`src/rv32i_pkg.sv`:
```
`default_nettype none

package rv32i_pkg;

    // one instruction word, six ways to read it
    typedef union packed {
        struct packed {
            logic [6:0] funct7;
            logic [4:0] rs2;
            logic [4:0] rs1;
            logic [2:0] funct3;
            logic [4:0] rd;
            logic [6:0] opcode;
        } r_fmt;
        struct packed {
            logic [11:0] imm_11_0;
            logic [4:0]  rs1;
            logic [2:0]  funct3;
            logic [4:0]  rd;
            logic [6:0]  opcode;
        } i_fmt;
        struct packed {
            logic [6:0] imm_11_5;
            logic [4:0] rs2;
            logic [4:0] rs1;
            logic [2:0] funct3;
            logic [4:0] imm_4_0;
            logic [6:0] opcode;
        } s_fmt;
        struct packed {
            logic       imm_12;
            logic [5:0] imm_10_5;
            logic [4:0] rs2;
            logic [4:0] rs1;
            logic [2:0] funct3;
            logic [3:0] imm_4_1;
            logic       imm_11;
            logic [6:0] opcode;
        } b_fmt;
        struct packed {
            logic [19:0] imm_31_12;
            logic [4:0]  rd;
            logic [6:0]  opcode;
        } u_fmt;
        struct packed {
            logic       imm_20;
            logic [9:0] imm_10_1;
            logic       imm_11;
            logic [7:0] imm_19_12;
            logic [4:0] rd;
            logic [6:0] opcode;
        } j_fmt;
    } instr_u;

    localparam logic [6:0] op_reg   = 7'b0110011;
    localparam logic [6:0] op_imm   = 7'b0010011;
    localparam logic [6:0] op_lui   = 7'b0110111;
    localparam logic [6:0] op_auipc = 7'b0010111;
    localparam logic [6:0] op_jal   = 7'b1101111;
    localparam logic [6:0] op_jalr  = 7'b1100111;
    localparam logic [6:0] op_br    = 7'b1100011;

    localparam logic [3:0] alu_add  = 4'd0;
    localparam logic [3:0] alu_sub  = 4'd1;
    localparam logic [3:0] alu_sll  = 4'd2;
    localparam logic [3:0] alu_slt  = 4'd3;
    localparam logic [3:0] alu_sltu = 4'd4;
    localparam logic [3:0] alu_xor  = 4'd5;
    localparam logic [3:0] alu_srl  = 4'd6;
    localparam logic [3:0] alu_sra  = 4'd7;
    localparam logic [3:0] alu_or   = 4'd8;
    localparam logic [3:0] alu_and  = 4'd9;

    localparam logic a_sel_rs1  = 1'b0;
    localparam logic a_sel_pc   = 1'b1;
    localparam logic b_sel_rs2  = 1'b0;
    localparam logic b_sel_imm  = 1'b1;
    localparam logic wb_sel_alu = 1'b0;
    localparam logic wb_sel_pc4 = 1'b1; // link value for jumps

    // branch compares are the funct3 encodings
    localparam logic [2:0] beq  = 3'b000;
    localparam logic [2:0] bne  = 3'b001;
    localparam logic [2:0] blt  = 3'b100;
    localparam logic [2:0] bge  = 3'b101;
    localparam logic [2:0] bltu = 3'b110;
    localparam logic [2:0] bgeu = 3'b111;

endpackage

`default_nettype wire

```
`src/regfile.sv`:
```
`default_nettype none

module regfile (
    input  wire logic        clk,
    input  wire logic        rst,
    input  wire logic [4:0]  rs1_addr,
    input  wire logic [4:0]  rs2_addr,
    output logic      [31:0] rs1_data,
    output logic      [31:0] rs2_data,
    input  wire logic        we,
    input  wire logic [4:0]  rd,
    input  wire logic [31:0] wd
);

    logic [31:0] regs [1:31]; // x0 has no storage

    always_ff @(posedge clk) begin
        if (rst) begin
            for (int i = 1; i < 32; i++) begin
                regs[i] <= 32'd0;
            end
        end else if (we && rd != 5'd0) begin
            regs[rd] <= wd;
        end
    end

    // write-first so a same-cycle write is visible to decode
    always_comb begin
        if (rs1_addr == 5'd0)                rs1_data = 32'd0;
        else if (we && rd == rs1_addr)       rs1_data = wd;
        else                                 rs1_data = regs[rs1_addr];

        if (rs2_addr == 5'd0)                rs2_data = 32'd0;
        else if (we && rd == rs2_addr)       rs2_data = wd;
        else                                 rs2_data = regs[rs2_addr];
    end

    // a stored value reads back on the next cycle
    a_read_back: assert property (@(posedge clk) disable iff (rst)
        $past(we) && !$past(rst) && $past(rd) != 5'd0 && rs1_addr == $past(rd)
        && !(we && rd == rs1_addr) |-> rs1_data == $past(wd));

endmodule

`default_nettype wire

```
`src/id_decode.sv`:
```
`default_nettype none

module id_decode (
    input  wire logic [31:0] instr,
    input  wire logic        instr_valid,
    input  wire logic [31:0] instr_pc,
    output logic      [4:0]  rs1_addr,
    output logic      [4:0]  rs2_addr,
    input  wire logic [31:0] rs1_rdata,
    input  wire logic [31:0] rs2_rdata,
    output logic             valid,
    output logic      [31:0] pc,
    output logic      [31:0] rs1_data,
    output logic      [31:0] rs2_data,
    output logic      [31:0] imm,
    output logic      [4:0]  rd,
    output logic             reg_we,
    output logic      [3:0]  alu_op,
    output logic             a_sel,
    output logic             b_sel,
    output logic             wb_sel,
    output logic             is_branch,
    output logic             is_jal,
    output logic             is_jalr,
    output logic      [2:0]  funct3
);

    rv32i_pkg::instr_u iw;
    logic [31:0] imm_i, imm_u, imm_b, imm_j;
    logic [3:0]  alu_fn;
    logic        known;
    logic        we_dec;

    assign iw = instr;

    assign imm_i = {{20{iw.i_fmt.imm_11_0[11]}}, iw.i_fmt.imm_11_0};
    assign imm_u = {iw.u_fmt.imm_31_12, 12'd0};
    assign imm_b = {{19{iw.b_fmt.imm_12}}, iw.b_fmt.imm_12, iw.b_fmt.imm_11,
                    iw.b_fmt.imm_10_5, iw.b_fmt.imm_4_1, 1'b0};
    assign imm_j = {{11{iw.j_fmt.imm_20}}, iw.j_fmt.imm_20, iw.j_fmt.imm_19_12,
                    iw.j_fmt.imm_11, iw.j_fmt.imm_10_1, 1'b0};

    // lui reads x0 so the alu just adds the immediate
    assign rs1_addr = (iw.r_fmt.opcode == rv32i_pkg::op_lui) ? 5'd0 : iw.r_fmt.rs1;
    assign rs2_addr = iw.r_fmt.rs2;
    assign rs1_data = rs1_rdata;
    assign rs2_data = rs2_rdata;
    assign pc       = instr_pc;
    assign rd       = iw.r_fmt.rd;
    assign funct3   = iw.r_fmt.funct3;

    always_comb begin
        case (iw.r_fmt.funct3)
            3'b000: begin
                if (iw.r_fmt.opcode == rv32i_pkg::op_reg && iw.r_fmt.funct7[5])
                    alu_fn = rv32i_pkg::alu_sub;
                else
                    alu_fn = rv32i_pkg::alu_add;
            end
            3'b001:  alu_fn = rv32i_pkg::alu_sll;
            3'b010:  alu_fn = rv32i_pkg::alu_slt;
            3'b011:  alu_fn = rv32i_pkg::alu_sltu;
            3'b100:  alu_fn = rv32i_pkg::alu_xor;
            3'b101:  alu_fn = iw.r_fmt.funct7[5] ? rv32i_pkg::alu_sra : rv32i_pkg::alu_srl;
            3'b110:  alu_fn = rv32i_pkg::alu_or;
            default: alu_fn = rv32i_pkg::alu_and;
        endcase
    end

    always_comb begin
        known     = 1'b1;
        we_dec    = 1'b0;
        imm       = imm_i;
        alu_op    = rv32i_pkg::alu_add;
        a_sel     = rv32i_pkg::a_sel_rs1;
        b_sel     = rv32i_pkg::b_sel_imm;
        wb_sel    = rv32i_pkg::wb_sel_alu;
        is_branch = 1'b0;
        is_jal    = 1'b0;
        is_jalr   = 1'b0;
        case (iw.r_fmt.opcode)
            rv32i_pkg::op_reg: begin
                we_dec = 1'b1;
                alu_op = alu_fn;
                b_sel  = rv32i_pkg::b_sel_rs2;
            end
            rv32i_pkg::op_imm: begin
                we_dec = 1'b1;
                alu_op = alu_fn;
            end
            rv32i_pkg::op_lui: begin
                we_dec = 1'b1;
                imm    = imm_u;
            end
            rv32i_pkg::op_auipc: begin
                we_dec = 1'b1;
                imm    = imm_u;
                a_sel  = rv32i_pkg::a_sel_pc;
            end
            rv32i_pkg::op_jal: begin
                we_dec = 1'b1;
                imm    = imm_j;
                wb_sel = rv32i_pkg::wb_sel_pc4;
                is_jal = 1'b1;
            end
            rv32i_pkg::op_jalr: begin
                we_dec  = 1'b1;
                wb_sel  = rv32i_pkg::wb_sel_pc4;
                is_jalr = 1'b1;
            end
            rv32i_pkg::op_br: begin
                imm       = imm_b;
                b_sel     = rv32i_pkg::b_sel_rs2;
                is_branch = 1'b1; // funct3 is the compare code
            end
            default: known = 1'b0;
        endcase
    end

    assign valid  = instr_valid & known;
    assign reg_we = we_dec & valid;

endmodule

`default_nettype wire

```
`src/id_ex_reg.sv`:
```
`default_nettype none

module id_ex_reg (
    input  wire logic        clk,
    input  wire logic        rst,
    input  wire logic        stall,
    input  wire logic        flush,
    input  wire logic        id_valid,
    input  wire logic [31:0] id_pc,
    input  wire logic [31:0] id_instr,
    input  wire logic [31:0] id_rs1_data,
    input  wire logic [31:0] id_rs2_data,
    input  wire logic [4:0]  id_rs1_addr,
    input  wire logic [4:0]  id_rs2_addr,
    input  wire logic [31:0] id_imm,
    input  wire logic [4:0]  id_rd,
    input  wire logic        id_reg_we,
    input  wire logic [3:0]  id_alu_op,
    input  wire logic        id_a_sel,
    input  wire logic        id_b_sel,
    input  wire logic        id_wb_sel,
    input  wire logic        id_is_branch,
    input  wire logic        id_is_jal,
    input  wire logic        id_is_jalr,
    input  wire logic [2:0]  id_funct3,
    output logic             ex_valid,
    output logic      [31:0] ex_pc,
    output logic      [31:0] ex_instr,
    output logic      [31:0] ex_rs1_data,
    output logic      [31:0] ex_rs2_data,
    output logic      [4:0]  ex_rs1_addr,
    output logic      [4:0]  ex_rs2_addr,
    output logic      [31:0] ex_imm,
    output logic      [4:0]  ex_rd,
    output logic             ex_reg_we,
    output logic      [3:0]  ex_alu_op,
    output logic             ex_a_sel,
    output logic             ex_b_sel,
    output logic             ex_wb_sel,
    output logic             ex_is_branch,
    output logic             ex_is_jal,
    output logic             ex_is_jalr,
    output logic      [2:0]  ex_funct3
);

    logic load;

    assign load = ~stall;

    always_ff @(posedge clk) begin
        if (rst) begin
            ex_valid     <= 1'b0;
            ex_pc        <= 32'd0;
            ex_instr     <= 32'd0;
            ex_rs1_data  <= 32'd0;
            ex_rs2_data  <= 32'd0;
            ex_rs1_addr  <= 5'd0;
            ex_rs2_addr  <= 5'd0;
            ex_imm       <= 32'd0;
            ex_rd        <= 5'd0;
            ex_reg_we    <= 1'b0;
            ex_alu_op    <= rv32i_pkg::alu_add;
            ex_a_sel     <= 1'b0;
            ex_b_sel     <= 1'b0;
            ex_wb_sel    <= 1'b0;
            ex_is_branch <= 1'b0;
            ex_is_jal    <= 1'b0;
            ex_is_jalr   <= 1'b0;
            ex_funct3    <= 3'd0;
        end else if (flush) begin
            // bubble, the slot behind a taken branch or jump dies here
            ex_valid    <= 1'b0;
            ex_reg_we   <= 1'b0;
            ex_alu_op   <= rv32i_pkg::alu_add;
            ex_rd       <= 5'd0;
            ex_rs1_data <= 32'd0;
            ex_rs2_data <= 32'd0;
        end else if (load) begin
            ex_valid     <= id_valid;
            ex_pc        <= id_pc;
            ex_instr     <= id_instr;
            ex_rs1_data  <= id_rs1_data;
            ex_rs2_data  <= id_rs2_data;
            ex_rs1_addr  <= id_rs1_addr;
            ex_rs2_addr  <= id_rs2_addr;
            ex_imm       <= id_imm;
            ex_rd        <= id_rd;
            ex_reg_we    <= id_reg_we;
            ex_alu_op    <= id_alu_op;
            ex_a_sel     <= id_a_sel;
            ex_b_sel     <= id_b_sel;
            ex_wb_sel    <= id_wb_sel;
            ex_is_branch <= id_is_branch;
            ex_is_jal    <= id_is_jal;
            ex_is_jalr   <= id_is_jalr;
            ex_funct3    <= id_funct3;
        end
    end

    // a flush over a held slot would drop the branch itself
    a_no_flush_in_stall: assert property (@(posedge clk) disable iff (rst)
        flush |-> !stall);

endmodule

`default_nettype wire

```
`src/ex_stage.sv`:
```
`default_nettype none

module ex_stage (
    input  wire logic        clk,
    input  wire logic        rst,
    input  wire logic        stall,
    input  wire logic        ex_valid,
    input  wire logic [31:0] ex_pc,
    input  wire logic [31:0] ex_instr,
    input  wire logic [31:0] ex_rs1_data,
    input  wire logic [31:0] ex_rs2_data,
    input  wire logic [4:0]  ex_rs1_addr,
    input  wire logic [4:0]  ex_rs2_addr,
    input  wire logic [31:0] ex_imm,
    input  wire logic [4:0]  ex_rd,
    input  wire logic        ex_reg_we,
    input  wire logic [3:0]  ex_alu_op,
    input  wire logic        ex_a_sel,
    input  wire logic        ex_b_sel,
    input  wire logic        ex_wb_sel,
    input  wire logic        ex_is_branch,
    input  wire logic        ex_is_jal,
    input  wire logic        ex_is_jalr,
    input  wire logic [2:0]  ex_funct3,
    output logic             flush,
    output logic             wb_we,
    output logic      [4:0]  wb_rd,
    output logic      [31:0] wb_data,
    output logic             retire_valid,
    output logic      [31:0] retire_pc,
    output logic      [31:0] retire_instr,
    output logic             redirect,
    output logic      [31:0] redirect_pc
);

    logic [31:0] op1, op2, alu_a, alu_b, alu_y;
    logic [31:0] target, result;
    logic        wb_live; // last retired write, kept across stall bubbles
    logic        br_true, take;

    // forward from the retire register, x0 never
    assign op1 = (wb_live && wb_rd != 5'd0 && wb_rd == ex_rs1_addr) ? wb_data : ex_rs1_data;
    assign op2 = (wb_live && wb_rd != 5'd0 && wb_rd == ex_rs2_addr) ? wb_data : ex_rs2_data;

    assign alu_a = (ex_a_sel == rv32i_pkg::a_sel_pc)  ? ex_pc  : op1;
    assign alu_b = (ex_b_sel == rv32i_pkg::b_sel_imm) ? ex_imm : op2;

    always_comb begin
        case (ex_alu_op)
            rv32i_pkg::alu_sub:  alu_y = alu_a - alu_b;
            rv32i_pkg::alu_sll:  alu_y = alu_a << alu_b[4:0];
            rv32i_pkg::alu_slt:  alu_y = {31'd0, $signed(alu_a) < $signed(alu_b)};
            rv32i_pkg::alu_sltu: alu_y = {31'd0, alu_a < alu_b};
            rv32i_pkg::alu_xor:  alu_y = alu_a ^ alu_b;
            rv32i_pkg::alu_srl:  alu_y = alu_a >> alu_b[4:0];
            rv32i_pkg::alu_sra:  alu_y = $unsigned($signed(alu_a) >>> alu_b[4:0]);
            rv32i_pkg::alu_or:   alu_y = alu_a | alu_b;
            rv32i_pkg::alu_and:  alu_y = alu_a & alu_b;
            default:             alu_y = alu_a + alu_b;
        endcase
    end

    always_comb begin
        case (ex_funct3)
            rv32i_pkg::beq:  br_true = op1 == op2;
            rv32i_pkg::bne:  br_true = op1 != op2;
            rv32i_pkg::blt:  br_true = $signed(op1) < $signed(op2);
            rv32i_pkg::bge:  br_true = $signed(op1) >= $signed(op2);
            rv32i_pkg::bltu: br_true = op1 < op2;
            rv32i_pkg::bgeu: br_true = op1 >= op2;
            default:         br_true = 1'b0;
        endcase
    end

    assign take   = ex_valid & ((ex_is_branch & br_true) | ex_is_jal | ex_is_jalr);
    assign target = ex_is_jalr ? ((op1 + ex_imm) & ~32'd1) : (ex_pc + ex_imm);
    assign result = (ex_wb_sel == rv32i_pkg::wb_sel_pc4) ? (ex_pc + 32'd4) : alu_y;
    assign flush  = take & ~stall;

    always_ff @(posedge clk) begin
        if (rst) begin
            retire_valid <= 1'b0;
            retire_pc    <= 32'd0;
            retire_instr <= 32'd0;
            wb_we        <= 1'b0;
            wb_rd        <= 5'd0;
            wb_data      <= 32'd0;
            wb_live      <= 1'b0;
            redirect     <= 1'b0;
            redirect_pc  <= 32'd0;
        end else if (stall) begin
            retire_valid <= 1'b0; // ID/EX holds, so nothing retires
            wb_we        <= 1'b0;
            redirect     <= 1'b0;
        end else begin
            retire_valid <= ex_valid;
            retire_pc    <= ex_pc;
            retire_instr <= ex_instr;
            wb_we        <= ex_reg_we;
            wb_rd        <= ex_rd;
            wb_data      <= result;
            wb_live      <= ex_reg_we;
            redirect     <= take;
            redirect_pc  <= target;
        end
    end

    // the slot behind a taken branch or jump arrives as a bubble
    a_flush_bubble: assert property (@(posedge clk) disable iff (rst)
        flush |=> !ex_valid && !ex_reg_we);

endmodule

`default_nettype wire

```
`src/exec_pipe_top.sv`:
```
`default_nettype none

module exec_pipe_top (
    input  wire logic        clk,
    input  wire logic        rst,
    input  wire logic        instr_valid,
    input  wire logic [31:0] instr,
    input  wire logic [31:0] instr_pc,
    input  wire logic        stall,
    output logic             retire_valid,
    output logic      [31:0] retire_pc,
    output logic      [31:0] retire_instr,
    output logic             wb_we,
    output logic      [4:0]  wb_rd,
    output logic      [31:0] wb_data,
    output logic             redirect,
    output logic      [31:0] redirect_pc
);

    logic [4:0]  rf_rs1_addr, rf_rs2_addr;
    logic [31:0] rf_rs1_data, rf_rs2_data;

    logic        id_valid, id_reg_we, id_a_sel, id_b_sel, id_wb_sel;
    logic        id_is_branch, id_is_jal, id_is_jalr;
    logic [31:0] id_pc, id_rs1_data, id_rs2_data, id_imm;
    logic [4:0]  id_rd;
    logic [3:0]  id_alu_op;
    logic [2:0]  id_funct3;

    logic        ex_valid, ex_reg_we, ex_a_sel, ex_b_sel, ex_wb_sel;
    logic        ex_is_branch, ex_is_jal, ex_is_jalr;
    logic [31:0] ex_pc, ex_instr, ex_rs1_data, ex_rs2_data, ex_imm;
    logic [4:0]  ex_rs1_addr, ex_rs2_addr, ex_rd;
    logic [3:0]  ex_alu_op;
    logic [2:0]  ex_funct3;
    logic        flush;

    regfile u_regfile (
        .clk, .rst,
        .rs1_addr (rf_rs1_addr), .rs2_addr (rf_rs2_addr),
        .rs1_data (rf_rs1_data), .rs2_data (rf_rs2_data),
        .we (wb_we), .rd (wb_rd), .wd (wb_data)
    );

    id_decode u_id_decode (
        .instr, .instr_valid, .instr_pc,
        .rs1_addr (rf_rs1_addr), .rs2_addr (rf_rs2_addr),
        .rs1_rdata (rf_rs1_data), .rs2_rdata (rf_rs2_data),
        .valid (id_valid), .pc (id_pc),
        .rs1_data (id_rs1_data), .rs2_data (id_rs2_data),
        .imm (id_imm), .rd (id_rd), .reg_we (id_reg_we), .alu_op (id_alu_op),
        .a_sel (id_a_sel), .b_sel (id_b_sel), .wb_sel (id_wb_sel),
        .is_branch (id_is_branch), .is_jal (id_is_jal), .is_jalr (id_is_jalr),
        .funct3 (id_funct3)
    );

    // the raw word rides along in ID/EX for the retire report
    id_ex_reg u_id_ex_reg (
        .clk, .rst, .stall, .flush,
        .id_valid, .id_pc, .id_instr (instr), .id_rs1_data, .id_rs2_data,
        .id_rs1_addr (rf_rs1_addr), .id_rs2_addr (rf_rs2_addr),
        .id_imm, .id_rd, .id_reg_we, .id_alu_op, .id_a_sel, .id_b_sel, .id_wb_sel,
        .id_is_branch, .id_is_jal, .id_is_jalr, .id_funct3,
        .ex_valid, .ex_pc, .ex_instr, .ex_rs1_data, .ex_rs2_data,
        .ex_rs1_addr, .ex_rs2_addr, .ex_imm, .ex_rd, .ex_reg_we, .ex_alu_op,
        .ex_a_sel, .ex_b_sel, .ex_wb_sel, .ex_is_branch, .ex_is_jal, .ex_is_jalr,
        .ex_funct3
    );

    ex_stage u_ex_stage (
        .clk, .rst, .stall,
        .ex_valid, .ex_pc, .ex_instr, .ex_rs1_data, .ex_rs2_data,
        .ex_rs1_addr, .ex_rs2_addr, .ex_imm, .ex_rd, .ex_reg_we, .ex_alu_op,
        .ex_a_sel, .ex_b_sel, .ex_wb_sel, .ex_is_branch, .ex_is_jal, .ex_is_jalr,
        .ex_funct3,
        .flush,
        .wb_we, .wb_rd, .wb_data,
        .retire_valid, .retire_pc, .retire_instr,
        .redirect, .redirect_pc
    );

endmodule

`default_nettype wire

```
`config.mk`:
```
export PLATFORM = sky130hd
export DESIGN_NAME = exec_pipe_top
export DESIGN_NICKNAME = d
export VERILOG_FILES = /design/src/rv32i_pkg.sv /design/src/regfile.sv /design/src/id_decode.sv /design/src/id_ex_reg.sv /design/src/ex_stage.sv /design/src/exec_pipe_top.sv
export SDC_FILE = /design/constraint.sdc
export NUM_CORES = 2
export LEC_CHECK = 0
export BUFFER_PORTS_ARGS = -buffer_cell sky130_fd_sc_hd__buf_2
export CORE_MARGIN = 3
export CORE_UTILIZATION = 43
export DETAILED_ROUTE_END_ITERATION = 16
export MAX_ROUTING_LAYER = met4
export SLEW_MARGIN = 5
export SYNTH_ARGS = -nofsm -noshare
export SYNTH_HDL_FRONTEND = slang
export SYNTH_SLANG_ARGS = --single-unit
export TNS_END_PERCENT = 30
```
`constraint.sdc`:
```
create_clock -name clk -period 13.3 [get_ports clk]
set_input_delay 0.665 -clock clk [delete_from_list [all_inputs] [get_ports clk]]
set_output_delay 0.665 -clock clk [all_outputs]
set_load 0.1 [all_outputs]
```
Yosys cells after proc, flatten, opt, wreduce, memory -nomap -nowiden
Memories as Yosys holds them, arrays and structs flattened. Index checks and enable logic that the tools add are counted.

Bits in registers: 327. Bits in writable memories: 992. Input port bits: 68. Output and inout port bits: 136. Word-level logic and storage cells: 143. Memories: 1.

Add/subtract/negate cells: 5. Magnitude comparators: 6. Equality and inequality tests: 33. Shift operators: 3. Mux-type cells: 34. Bitwise operators: 12. Reductions and logical operators: 22.

Memory list: u_regfile.regs (depth 31, width 32, rd ports 2, clocked after memory_dff 0, wr ports 31, line regfile.sv:15) `logic [31:0] regs [1:31];`.

Operators with widths (count): 2-to-1 mux 32 bit (11); case mux 32 bit (9 select lines) (1); less-than comparator 32 bit (4); adder 32 bit (3); case mux 31 bit (3 select lines) (1); greater-or-equal comparator 32 bit (2); adder 32 x 3 -> 32 bit, second input constant (1); bitwise AND 32 bit (1); equality test 32 bit (1); inequality test 32 bit (1); OR 32 bit (1); OR reduction 32 bit (1); left shift 32 x 5 -> 32 bit (1); >> shifter 32 x 5 -> 32 bit (1); >>> shifter 32 x 5 -> 32 bit (1); subtractor 32 bit (1); XOR 32 bit (1); case mux 4 bit (7 select lines) (1); equality test 3 bit, second input constant (7); equality test 7 bit, second input constant (3); equality test 5 bit (4); equality test 4 x 3 -> 1 bit, second input constant (4); 2-to-1 mux 1 bit (16); equality test 7 x 5 -> 1 bit, second input constant (2); 20 further kinds (45).

Logic depth before layout (Yosys ltp)
Depth in word-level cells: 13. Depth in mapped cells: 23. Gate-level depth less buffers: 20.

By module
A second synthesis with hierarchy kept.

Cells, all modules: 7509. Area, all modules: 83642.7 µm².

By module, submodules not included: regfile (times used 1, cells an instance 3745, area an instance 54736.2 µm², seq. area each 30749.5 µm²); ex_stage (times used 1, cells an instance 2811, area an instance 20159.3 µm², seq. area each 2742.6 µm²); id_ex_reg (times used 1, cells an instance 766, area an instance 7367.1 µm², seq. area each 3803.6 µm²); id_decode (times used 1, cells an instance 187, area an instance 1380.1 µm², seq. area each 0.0 µm²).

Worst setup path before layout
No wires, ideal clock.

Path kind: reg2reg. From: register u_ex_stage.wb_rd[0]. To: register u_id_ex_reg.ex_funct3[0]. Library setup time: 72 ps. Arrival: 5875 ps. Data required time: 13228 ps. Setup slack: 7354 ps. Stages on the path, launching flop included: 22. Buffers on the path: 5. Clock period less this slack: 5946 ps. Cells stage by stage: dfxtp_1 buf_6 xnor2_4 o311ai_4 nor2_2 clkbuf_1 mux2i_1 ha_1 nor2b_1 o21a_1 o21a_1 o21ai_1 a21oi_1 or3_1 a21oi_1 mux2_2 o2111ai_1 o21a_1 clkbuf_1 clkbuf_1 buf_2 mux2i_1.

Longest elaborated chain between the ends: 13. Elaborated cells on any way between the ends: 22. Classes of those cells: order compare: 4; eq/ne: 4; mux: 3; bitwise: 6; reduce/logical: 5.

RTL lines: from (decl) (line ex_stage.sv:27) `output logic [4:0] wb_rd,`; from (signal assigned) (line ex_stage.sv:100) `wb_rd <= ex_rd;`; nonzero test 5 bit (line ex_stage.sv:42, ex_stage.sv:43); logical AND 1 bit (line ex_stage.sv:42, ex_stage.sv:43); logical AND 1 bit (on tied branches) (line ex_stage.sv:42, ex_stage.sv:43); 2-to-1 mux 32 bit (on tied branches) (line ex_stage.sv:42, ex_stage.sv:43); greater-or-equal comparator 32 bit (tied with other cells) (line ex_stage.sv:70) `rv32i_pkg::bgeu: br_true = op1 >= op2;`; case mux 1 bit (6 select lines) (*) (line ex_stage.sv:64) `case (ex_funct3)`; bitwise AND 1 bit (*) (line ex_stage.sv:75) `assign take = ex_valid & ((ex_is_branch & br_true) | ex_is_jal | ex_is_jalr);`; OR 1 bit (*) (2 in a row) (line ex_stage.sv:75); bitwise AND 1 bit (*) (line ex_stage.sv:75); bitwise AND 1 bit (*) (line ex_stage.sv:78) `assign flush = take & ~stall;`; inverter 1 bit (no line) (*); AND reduction 2 bit (no line) (*); to (signal assigned) (line id_ex_reg.sv:96) `ex_funct3 <= id_funct3;`; to (decl) (line id_ex_reg.sv:43) `output logic [2:0] ex_funct3`.

Every way passes the cells marked *; elsewhere a longest branch is shown, timed or not. A chain may end at the register's enable or synchronous reset.

Worst setup path after layout
From: register u_ex_stage.wb_rd[3]. To: register u_ex_stage.wb_data[0].

Longest elaborated chain between the ends: 8. Elaborated cells on any way between the ends: 22. Classes of those cells: add/sub: 2; order compare: 2; eq/ne: 2; shift: 3; mux: 6; bitwise: 3; reduce/logical: 4.

RTL lines: nonzero test 5 bit (line ex_stage.sv:42, ex_stage.sv:43); logical AND 1 bit (line ex_stage.sv:42, ex_stage.sv:43); logical AND 1 bit (on tied branches) (line ex_stage.sv:42, ex_stage.sv:43); 2-to-1 mux 32 bit (on tied branches) (line ex_stage.sv:42, ex_stage.sv:43); 2-to-1 mux 32 bit (on tied branches) (line ex_stage.sv:45, ex_stage.sv:46); adder 32 bit (tied with other cells) (line ex_stage.sv:59) `default: alu_y = alu_a + alu_b;`; case mux 32 bit (9 select lines) (*) (line ex_stage.sv:49) `case (ex_alu_op)`; 2-to-1 mux 32 bit (*) (line ex_stage.sv:77) `assign result = (ex_wb_sel == rv32i_pkg::wb_sel_pc4) ? (ex_pc + 32'd4) : alu_y;`; to (signal assigned) (line ex_stage.sv:101) `wb_data <= result;`; to (decl) (line ex_stage.sv:28) `output logic [31:0] wb_data,`.

Marked as above.

==> impl_metrics.yaml <==
worst_setup_path:
  cp.required_ns: 13.99
  cp-start-kind: "flop"
  arrival_ns: 8.82
  path_cells: "or3_1 -> o311a_1 -> buf_4 -> nand2_2 -> buf_4 -> mux2_2 -> nor2_1 -> a21oi_1 -> inv_1 -> ha_1 -> fa_1 -> nand2b_1 -> a21oi_1 -> nor4_1 -> o41ai_1 -> a31oi_1 -> o21ai_0 -> a41oi_1 -> nor3b_1 -> nor4_1 -> a311oi_1"
  slowest_stage: "or3_1"
  crit_path_end: "u_ex_stage.wb_data[0]$_SDFFE_PP0N_"
  critPathKind: "flop to flop"
  end_kind: "flop"
  slowest_delay_ns: 0.84
  r2r_end: "u_ex_stage.wb_data[0]$_SDFFE_PP0N_"
  crit_path_max_fanout: 36
  worst-r2r-setup-slack_ns: 5.17
  critPathLaunch: "u_ex_stage.wb_rd[3]$_SDFFE_PP0N_"
  crit-reg2reg-launch: "u_ex_stage.wb_rd[3]$_SDFFE_PP0N_"
  reg2reg_depth: 21
timing:
  drv_slew: 0
  holdWs_ns: 0.0875
  fin_crit_sh: 0.612
  fmax_mhz: 123
  finalClockSkew_ns: 0.0491
  rsz0062_at_grt: "false"
  post-route-min-period_ns: 8.13
  worstMarginPinSlew_ns: 1.40
  setup_violations: 0
  fin_tns_setup_ns: 0
  hold_viol: 0
  slew_headroom: 0.0572
synth:
  synth.most_common_cell: "edfxtp_1"
  syn_area_um2: 83100
  yosysTopAreaCell: "edfxtp_1"
  synth_edf_count: 1024
  netlist_top_cells_area: "edfxtp_1 37%, dfxtp_1 7.7%, mux4_2 7.3%"
  synth_top_area_frac: 0.370
  synth-main-ff-cell: "edfxtp_1"
  synth_cells: 7847
  synth_seq_area_share: 0.447
  synth_cell_types: 107
  async_flop_share: 0
  ys_seq_elements: 1342
  synth_warnings: 0
  yosys-top-cells-count: "1024 x edfxtp_1, 950 x and2_1, 648 x clkbuf_1"
  avgSynthCellArea_um2: 10.6
global_route:
  grt_overflow_total: 0
  grt_pass1_vias: 67300
  antenna_found_initial: 34
  grt_first_pass_wirelength_mm: 531
  grt_util_all_layers: 0.388
  grt_max_degree: 107
floorplanning:
  die_h_um: 446
  die-area_um2: 199000
  die_w_um: 446
  fp-row-count: 160
  ios: 204
  initial_core_util: 0.435
  core_area_um2: 191000
place:
  hpwl_mm: 250
  port_buffers: 203
  gp_congestion: 1.04
drt:
  wl_per_cell_um: 37.3
  viasPerCell: 6.85
  ant_nets: 0
  drt-total-wl_mm: 386
  drc: 0
  firstDrtPassIters: 9
  num_vias: 71000
  drtIter0Drc: 11400
min_path:
  hold_class: "primary input to flop"
clock_tree:
  clk_latency_ns: 0.86
  cts_resized: 0
  cts_buffer_depth: 3
  holdBufCountCts: 0
  cts_post_setup_buffers_inserted: 0
  cts.sinks: 1342
  numCtsBuffers: 154
  root_buffer: "clkbuf_16"
  cts_tree: "built"
  h-tree-depth: 4
  clk_pin_slew_ns: 0.06
final_layout:
  drive_gt1_frac: 0.170
  top_register: "u_regfile.regs"
  largest_reg_flops: 1024
  layout.nets: 7966
  area_growth_pct: 10.7
power_and_ir_drop:
  peakVddDrop_v: 0.000148
  p_leak_nw: 34.9
  power_density_nw_per_um2: 124
job:
  max_cap_violations: 0
outcome:
  status: "completed"
-- placed cells by master (no fill, tap or decap), types with 31 or more instances in the layout --
cell and n:
mux2i_1 481, xor2_1 37, nor2b_1 42, nor2_2 35, conb_1 32, buf_2 196, clkbuf_1 39, dfxtp_1 292
o221ai_1 92, a221oi_1 181, a222oi_1 124, nand3_1 72, edfxtp_1 1024, mux2_2 213, inv_1 149, nand2_1 544
clkbuf_16 157, mux4_2 270, o211ai_1 52, ha_1 191, buf_4 259, nand2b_1 34, a211oi_1 133, o21ai_4 31
a21oi_1 322, a21o_1 52, clkinv_1 34, a31oi_1 110, and2_1 949, nor3_1 195, o22ai_1 63, xnor2_1 81
nor2_1 446, a22oi_1 43, o21ai_0 274, o31ai_1 39, nand4_1 36
-- power by group --
part | switching, mW | internal [mW]
sequential | 0.171 | 4.67
clock | 1.86 | 2.40
combinational | 1.62 | 0.661
total | 3.65 | 7.73
-- kinds of logic (layout without fill, tap and decap cells) --
| group | after synthesis | after routing | share of synthesized area |
|---|---|---|---|
| fa+ha+maj | 195 | 195 | 0.0297 |
| flops | 1342 | 1342 | 0.447 |
| simple gates | 2507 | 2507 | 0.155 |
| mux | 965 | 965 | 0.160 |
| other cells | 1 | 57 | 0.0000451 |
| compound gates | 1756 | 1756 | 0.150 |
| buf+inv | 961 | 911 | 0.0456 |
| xor+xnor | 120 | 120 | 0.0130 |
-- routing by layer --
metal | share of wire | wire (um) | GRT usage | vias up
li1 | - | - | - | 29300
met1 | 0.38 | 145000 | 0.489 | 35300
met2 | 0.44 | 168000 | 0.564 | 5234
met3 | 0.11 | 43400 | 0.0868 | 1118
met4 | 0.077 | 29600 | 0.250 | 0
met5 | 0 | 0 | - | -
-- worst max-delay path, delay by kind of cell (launching register included) --
| family | cells | cell delay (ns) |
|---|---|---|
| AOI/OAI and AO/OA | 8 | 3.07 |
| adders and majority gates | 2 | 0.74 |
| buffers and inverters | 3 | 0.91 |
| DFF | 1 | 0.67 |
| muxes | 1 | 0.31 |
| and+or+nand+nor | 7 | 2.22 |
-- cell type report --
class,count,area (um^2)
antenna,25,62.6
clock buffer,208,4220
tap,2511,3140
timing repair buffer,467,3130
sequential,1342,37100
fill,17300,99200
multi-input combinational,5575,42900
clock inverter,73,738
inverter,163,631
-- stage by stage --
stage | power, mW | util | setup slack, ns | instances | area, um^2
after floorplan | 6.23 | - | 7.35 | 7878 | 83200
after global placement | 7.11 | 0.455 | 5.53 | 10100 | 87000
after detailed placement | 7.12 | 0.455 | 5.46 | 10100 | 87000
after CTS | 11.3 | 0.481 | 5.44 | 10300 | 91900
after global routing | 11.6 | 0.481 | 4.96 | 10300 | 92000
final | 11.4 | 0.481 | 5.17 | 10400 | 92000
-- worst min-delay path by stage --
| stage | startpoint | end | slack (ns) | depth (start not counted) |
|---|---|---|---|---|
| after floorplan | u_id_ex_reg.ex_instr[0]$_SDFFE_PP0P_ | u_id_ex_reg.ex_instr[0]$_SDFFE_PP0P_ | 0.43 | 2 |
| after global placement | u_id_ex_reg.ex_instr[27]$_SDFFE_PP0P_ | u_id_ex_reg.ex_instr[27]$_SDFFE_PP0P_ | 0.44 | 2 |
| after detailed placement | u_id_ex_reg.ex_instr[2]$_SDFFE_PP0P_ | u_id_ex_reg.ex_instr[2]$_SDFFE_PP0P_ | 0.45 | 2 |
| after CTS | instr_pc[18] | u_id_ex_reg.ex_pc[18]$_SDFFE_PP0P_ | 0.03 | 3 |
| after global routing | instr_pc[22] | u_id_ex_reg.ex_pc[22]$_SDFFE_PP0P_ | 0.07 | 3 |
| final | instr_pc[5] | u_id_ex_reg.ex_pc[5]$_SDFFE_PP0P_ | 0.09 | 3 |
No activity file was read; power rests on OpenSTA's default activity.
